===== src/verilog/isaPkg.sv =====
package isaPkg;

    localparam int WordBits = 16;

    typedef logic [WordBits-1:0] word_t;

    // Opcode field values
    localparam logic [3:0] OpBne = 4'd0;
    localparam logic [3:0] OpBeq = 4'd1;
    localparam logic [3:0] OpAdi = 4'd4;
    localparam logic [3:0] OpLhi = 4'd6;
    localparam logic [3:0] OpLwd = 4'd7;
    localparam logic [3:0] OpSwd = 4'd8;
    localparam logic [3:0] OpJmp = 4'd9;
    localparam logic [3:0] OpRtype = 4'd15;

    // Function codes of the R-type group
    localparam logic [5:0] FnAdd = 6'd0;
    localparam logic [5:0] FnSub = 6'd1;
    localparam logic [5:0] FnAnd = 6'd2;
    localparam logic [5:0] FnOrr = 6'd3;
    localparam logic [5:0] FnWwd = 6'd28;
    localparam logic [5:0] FnHlt = 6'd29;

    // imm overlays {rd, func}, target overlays {rs, rt, rd, func}
    typedef struct packed {
        logic [3:0] opcode;
        logic [1:0] rs;
        logic [1:0] rt;
        logic [1:0] rd;
        logic [5:0] func;
    } instr_t;

endpackage


===== src/verilog/pipePkg.sv =====
package pipePkg;

    localparam int ImemDepth = 256;
    localparam int DmemDepth = 256;
    localparam int OutDepth = 4;
    localparam int ImemAddrBits = $clog2(ImemDepth);
    localparam int DmemAddrBits = $clog2(DmemDepth);
    localparam int OutPtrBits = $clog2(OutDepth);
    localparam int OutCntBits = $clog2(OutDepth + 1);

    // ALU operation select
    localparam logic [2:0] AluAdd = 3'd0;
    localparam logic [2:0] AluSub = 3'd1;
    localparam logic [2:0] AluAnd = 3'd2;
    localparam logic [2:0] AluOrr = 3'd3;
    localparam logic [2:0] AluLhi = 3'd4;

    typedef struct packed {
        logic       regWrite;
        logic       memToReg;
        logic       memRead;
        logic       memWrite;
        logic       aluSrc;
        logic       isBranch;
        logic       isJump;
        logic       isWwd;
        logic       isHlt;
        logic [2:0] aluOp;
        logic       writeRt;
    } ctrl_t;

    typedef enum logic [1:0] {FwdNone, FwdMem, FwdWb} fwdSel_t;

    typedef struct packed {
        logic [ImemAddrBits-1:0] addr;
        isaPkg::instr_t          instr;
    } load_t;

    typedef struct packed {
        logic           valid;
        isaPkg::word_t  pc;
        isaPkg::instr_t instr;
    } ifId_t;

    typedef struct packed {
        logic           valid;
        ctrl_t          ctrl;
        isaPkg::word_t  pc;
        isaPkg::instr_t instr;
        isaPkg::word_t  rsVal;
        isaPkg::word_t  rtVal;
        logic [1:0]     dst;
    } idEx_t;

    typedef struct packed {
        logic          valid;
        ctrl_t         ctrl;
        isaPkg::word_t aluOut;
        isaPkg::word_t storeVal;
        logic [1:0]    dst;
    } exMem_t;

    typedef struct packed {
        logic          valid;
        ctrl_t         ctrl;
        isaPkg::word_t aluOut;
        isaPkg::word_t loadVal;
        logic [1:0]    dst;
    } memWb_t;

endpackage


===== src/verilog/outPort.sv =====
`timescale 1ns/100ps

module outPort (
    input  logic          Clk,
    input  logic          rstN,
    input  logic          outPush,
    input  isaPkg::word_t outWord,
    output logic          outFull,
    output logic          outReq,
    input  logic          outAck,
    output isaPkg::word_t outData
);

    isaPkg::word_t queue [pipePkg::OutDepth];

    logic [pipePkg::OutPtrBits-1:0] head;
    logic [pipePkg::OutPtrBits-1:0] tail;
    logic [pipePkg::OutCntBits-1:0] count;
    logic                           ackWait;
    logic                           pop;

    // Request stays up until the consumer acks, then waits for ack low
    assign outReq = (count != '0) && !ackWait;
    assign pop = outReq && outAck;
    assign outFull = (count == pipePkg::OutDepth);
    assign outData = queue[head];

    always_ff @(posedge Clk or negedge rstN) begin
        if (!rstN) begin
            head <= '0;
            tail <= '0;
            count <= '0;
            ackWait <= 1'b0;
        end else begin
            if (outPush) begin
                tail <= tail + 1'b1;
            end
            if (pop) begin
                head <= head + 1'b1;
            end
            if (outPush && !pop) begin
                count <= count + 1'b1;
            end else if (pop && !outPush) begin
                count <= count - 1'b1;
            end
            if (pop) begin
                ackWait <= 1'b1;
            end else if (!outAck) begin
                ackWait <= 1'b0;
            end
        end
    end

    always_ff @(posedge Clk) begin
        if (outPush) begin
            queue[tail] <= outWord;
        end
    end

    // Head value must not change while it is offered
    reqHeldUntilAck: assert property (
        @(posedge Clk) disable iff (!rstN)
        outReq && !outAck |=> outReq && $stable(outData)
    );

endmodule


===== config.mk =====
export PLATFORM = sky130hd
export DESIGN_NAME = outPort
export DESIGN_NICKNAME = d
export VERILOG_FILES = /design/src/verilog/isaPkg.sv /design/src/verilog/pipePkg.sv /design/src/verilog/outPort.sv
export SDC_FILE = /design/constraint.sdc
export NUM_CORES = 1
export LEC_CHECK = 0
export BUFFER_PORTS_ARGS = -buffer_cell sky130_fd_sc_hd__buf_4
export CELL_PAD_IN_SITES_DETAIL_PLACEMENT = 1
export CELL_PAD_IN_SITES_GLOBAL_PLACEMENT = 2
export CORE_ASPECT_RATIO = 1.5
export CORE_MARGIN = 5
export CORE_UTILIZATION = 43
export DETAILED_ROUTE_END_ITERATION = 6
export PLACE_DENSITY_LB_ADDON = 0.1
export SETUP_SLACK_MARGIN = 0.5
export SLEW_MARGIN = 20
export SYNTH_ARGS = -nofsm -noshare
export SYNTH_HDL_FRONTEND = slang
export SYNTH_SLANG_ARGS = --single-unit

===== constraint.sdc =====
create_clock -name Clk -period 3 [get_ports Clk]
set_clock_uncertainty 0.2 [all_clocks]
set_input_delay 0.15 -clock Clk [delete_from_list [all_inputs] [get_ports Clk]]
set_output_delay 0.15 -clock Clk [all_outputs]
set_load 0.005 [all_outputs]

Yosys cells after proc, flatten, opt, wreduce, memory -nomap -nowiden

Memories as Yosys holds them, arrays and structs flattened.
Cells that the tools add are included.

Memories kept: 1
Bits in registers: 8
Memory bits (writable): 64
Bits of input ports: 20

Multiplexer cells: 6
Reductions and logical operators: 9
Equal/unequal tests: 2
$add $sub $neg: 4

Memory list:

| memory | depth | width | rd ports | clocked after memory_dff | write ports | line          | source |
|---|---|---|---|---|---|---|---|
| queue  | 4     | 16    | 1        | 0                        | 1           | outPort.sv:14 | `isaPkg::word_t queue [pipePkg::OutDepth];` |

Operator list:

| kind                                             | number |
|---|---|
| 2-to-1 mux 3 bit                                 | 2 |
| adder 2 x 1 -> 2 bit, second input constant      | 2 |
| logical AND 1 bit                                | 4 |
| 2-to-1 mux 1 bit                                 | 4 |
| adder 3 x 1 -> 3 bit, second input constant      | 1 |
| == test 3 bit, second input constant             | 1 |
| zero test 1 bit                                  | 3 |
| nonzero test 3 bit                               | 1 |
| subtractor 3 x 1 -> 3 bit, second input constant | 1 |
| != test 2 x 1 -> 1 bit, second input constant    | 1 |
| nonzero test 2 bit                               | 1 |

Depth between registers and ports, before layout

Depth after elaboration: 6
Gate-level depth with buffers: 9
Mapped depth without buffers: 9

Worst setup path before layout

No wires, ideal clock.

Kind: register to register
Start point: reg count[0] in the netlist's numbering
End point: reg count[2] in the netlist's numbering
Arrival: 1,851 ps
Buffers on the path: 0
Path slack: 869 ps
Cell stages (with the launch flop): 10
Period minus slack after synthesis: 2,131 ps
Cells stage by stage: dfrtp_1 > nor3_1 > nor3b_1 > inv_1 > ha_1 > inv_1 > fa_1 > xor2_1 > nor2_1 > xor2_1

Word-level cells in the longest chain between the ends: 6
Elaborated cells between the ends (all ways): 11
Classes of those cells: add/sub: 2; mux: 2; reduce/logical: 7

Ends and longest elaborated chain:

| what                                                                              | line          | source |
|---|---|---|
| from (decl)                                                                       | outPort.sv:18 | `logic [pipePkg::OutCntBits-1:0] count;` |
| from (signal assigned)                                                            | outPort.sv:42 | `count <= count + 1'b1;` |
| from (signal assigned)                                                            | outPort.sv:44 | `count <= count - 1'b1;` |
| parallel branches: the longest is 6 deep, another holds subtractor 3 x 1 -> 3 bit | -             |  |

Parallel ways; which one is timed is not known. The select of a mux whose other input is x is not followed.
A chain may end at the register's enable or synchronous reset.

Final worst setup path

Ends and elaborated chain as after synthesis.

==> metrics.md <==
| Metric | Value |
|---|---|
| Status | complete, no violations |
| Synth top area share | 0.687 |
| Total power | 0.00306 W |
| DR vias | 1380 |
| Final worst path period need | roughly 2300 ps |
| DP Wirelength | 3.28 mm |
| Bufs on Longest Clock Path | 2 |
| Pre-Repair DR Iteration Count | 4 |
| CP arrival | approximately 2400 ps |
| Combinational power share | 0.281 |
| Sw Ratio | 0.278 |
| Core area | 6440 µm² |
| # clock sinks | just over 70 |
| Rows | 36 |
| R2R depth | 9 |
| Synthesized Nets | around 150 |
| Commonest cells after routing, fill and taps aside | 64 x edfxtp_1, 38 x buf_4, 20 x dlygate4sd3_1, 9 x clkbuf_8 |
| WL/cell | 18.7 µm |
| GR Util All Layers | 0.135 |
| Root buffer cell | clkbuf_8 |
| Routed wire length | 5.04 mm |
| CP max-delay cell | dfrtp_1 |
| CP cell instances | nor3_2, nor3b_1, inv_1, ha_1, inv_1, fa_1, xor2_1, nor2_1, xor2_1 |
| Largest net degree at the start of global routing | 18 |
| Pwr dens | 868 nW/µm² |
| Relative slew slack | 0.405 |
| Initial antenna violation count | 0 |
| Max-cap violations | 0 |
| GPL Wtd Cong | 0.725 |
| Final Hold Viols | 0 |
| Grt ovf | 0 |
| P_int | 0.00221 W |
| Max Fclk | 436 MHz |
| WP data required | 3050 ps |
| Cells after Synth | roughly 120 |
| Sequential-to-total area share from yosys stat | 0.759 |
| Area of the mapped netlist | about 2800 µm² |
| CTS tree | built |
| Clock share of power | 0.231 |
| Ys Warns | 0 |
| RSZ-0062 raised after global routing | false |
| Initial core utilization | 0.434 |
| Cell total after placement | 233 |
| Layout area overhead | 26.2% |
| Die H | between 100 and 150 µm |
| Finished Cell Area | approximately 3500 µm² |
| First-pass GRT wire length | 7.76 mm |
| NetSw | roughly 0.00085 W |
| Boundary pin count | 38 |
| Mean post-synth cell area | 22.7 µm² |
| Die width | 75.8 µm |
| Non-filler cells, final | 269 |
| Crit path launch type | register |
| Final setup fails | 0 |
| Leak Pwr | 1.29 nW |
| Setup TNS | 0 ps |
| Endpoint type of the worst setup path | register |
| Worst hold path class | register to register |
| DR iter-0 viols | 108 |
| Worst-skew pair later-pin latency | 330 ps |
| Top area cells in the synthesized netlist | edfxtp_1 69%, mux4_1 7.5%, dfrtp_1 7.2%, mux4_2 6.4%, ha_1 2.2% |
| Share of cells above drive strength 1 | 0.321 |
| Placed Area | between 3000 and 4000 µm² |
| Top fanout value on the critical path | 5 |
| Final Core Density | 0.548 |
| Slowest cell delay on critical path | approximately 460 ps |
| Commonest non-fill, non-tap cell in the layout | edfxtp_1 |
| Final Cycle Share | 0.764 |
| Clock transition at path regs | 70 ps |
| Fillers | approximately 580 |
| Post-synthesis cell type count | 20 |
| Buf/Inv on CP | 2 |
| Critical path's top delay family | adder cells |
| Synth area leader | edfxtp_1 |
| DRT antenna net count | 0 |
| #FFs+latches synth | between 70 and 80 |
| Worst IR Drop VDD | between 0.5 and 0.6 mV |
| # nets final | 214 |
| Number of global-route vias before repair | between 1000 and 1500 |
| Inserted Clock Buffers | 9 |
| H-tree depth | 3 |
| WS Path Type | register to register |
| Hold Path Depth | 1 |
| DRC Markers | 0 |
| Worst-margin pin slew | 893 ps |
| # diodes | 0 |
| Setup Buffers After CTS | 0 |
| Port buffer count | 37 |
| Cell depth of the worst setup path | 9 |
| Slew Limit Fails | 0 |
| Flop pwr share | 0.488 |
| Die area | 8250 µm² |
| Vias per cell | between 5 and 6 |
power groups by stage:
stage                     sequential (W)  combinational (W)  clock, W
after floorplan                  0.00140           0.000582         0
after global placement           0.00150           0.000830         0
after detailed placement         0.00152           0.000863         0
after CTS                        0.00150           0.000888  0.000736
after global routing             0.00152           0.000948  0.000791
final                            0.00149           0.000859  0.000709
worst register-to-register path, stage by stage (launching register included):
cell and delay, ps:
dfrtp_1 460, nor3_2 270, nor3b_1 110, inv_1 80, ha_1 190, inv_1 60
fa_1 370, xor2_1 170, nor2_1 140, xor2_1 160
flip-flops by register name, summed over array words and instances, names as in the netlist:
| name | flops |
|---|---|
| queue | 64 |
| count | 3 |
| head | 2 |
| tail | 2 |
| ackWait | 1 |
final timing paths:
path | startpoint | end | slack [ps]
max | count[0]$_DFFE_PN0P_ | count[2]$_DFFE_PN0P_ | 710
min | tail[0]$_DFFE_PN0P_ | tail[0]$_DFFE_PN0P_ | 340
max reg2reg | count[0]$_DFFE_PN0P_ | count[2]$_DFFE_PN0P_ | 710
min reg2reg | tail[0]$_DFFE_PN0P_ | tail[0]$_DFFE_PN0P_ | 340
max in group asynchronous | rstN | head[0]$_DFFE_PN0P_ | 1690
min in group asynchronous | rstN | ackWait$_DFFE_PN0P_ | 610
synthesized netlist by cell type:
| master | n |
|---|---|
| and2_1 | 4 |
| buf_12 | 1 |
| buf_2 | 2 |
| buf_6 | 1 |
| dfrtp_1 | 8 |
| edfxtp_1 | 64 |
| fa_1 | 1 |
| ha_1 | 5 |
| inv_1 | 4 |
| mux2_2 | 1 |
| mux4_1 | 8 |
| mux4_2 | 8 |
| nand2_1 | 2 |
| nor2_1 | 2 |
| nor3_1 | 2 |
| nor3b_1 | 2 |
| o21ai_0 | 1 |
| o41a_1 | 1 |
| xnor2_1 | 1 |
| xor2_1 | 5 |
kinds of logic (layout without fill, tap and decap cells):
family / after synthesis / count (layout) / share of synthesized area
adder cells (fa/ha/maj): 6 / 6 / 0.0295
buffers and inverters: 8 / 78 / 0.0201
XOR/XNOR: 6 / 6 / 0.0188
AND/OR/NAND/NOR: 12 / 12 / 0.0233
multiplexers: 17 / 17 / 0.144
flip-flops: 72 / 72 / 0.759
AO/OA/AOI/OAI: 2 / 2 / 0.00581
metrics by stage:
stage | worst slack (ps) | hold slack, ps
after global placement | 811 | -230
after detailed placement | 634 | -223
after CTS | 518 | 332
after global routing | 527 | 352
final | 708 | 338
after floorplan | 869 | -346
metal layers:
layer	up-vias	routed length, µm	track usage
met5	-	0	0
met4	0	56	0.0425
met3	5	269	0.0443
met2	37	2800	0.235
met1	703	1920	0.152
li1	635	-	-
layout make-up:
class | count | area, µm² | area share
tap | 76 | 95.1 | 0.0270
inverter | 4 | 15.0 | 0.00426
multi-input combinational | 43 | 623 | 0.177
clock inverter | 7 | 62.6 | 0.0177
clock buffer | 9 | 124 | 0.0351
timing repair buffer | 58 | 485 | 0.138
sequential | 72 | 2120 | 0.602
what timing repair did:
action / 4_1_cts / 5_1_grt
hold buffers: 20 / 0
setup endpoints to repair: 0 / 9
resized for setup: 0 / 2
hold endpoints to repair: 76 / 0
Note: power is estimated with default switching activity, not from simulation.
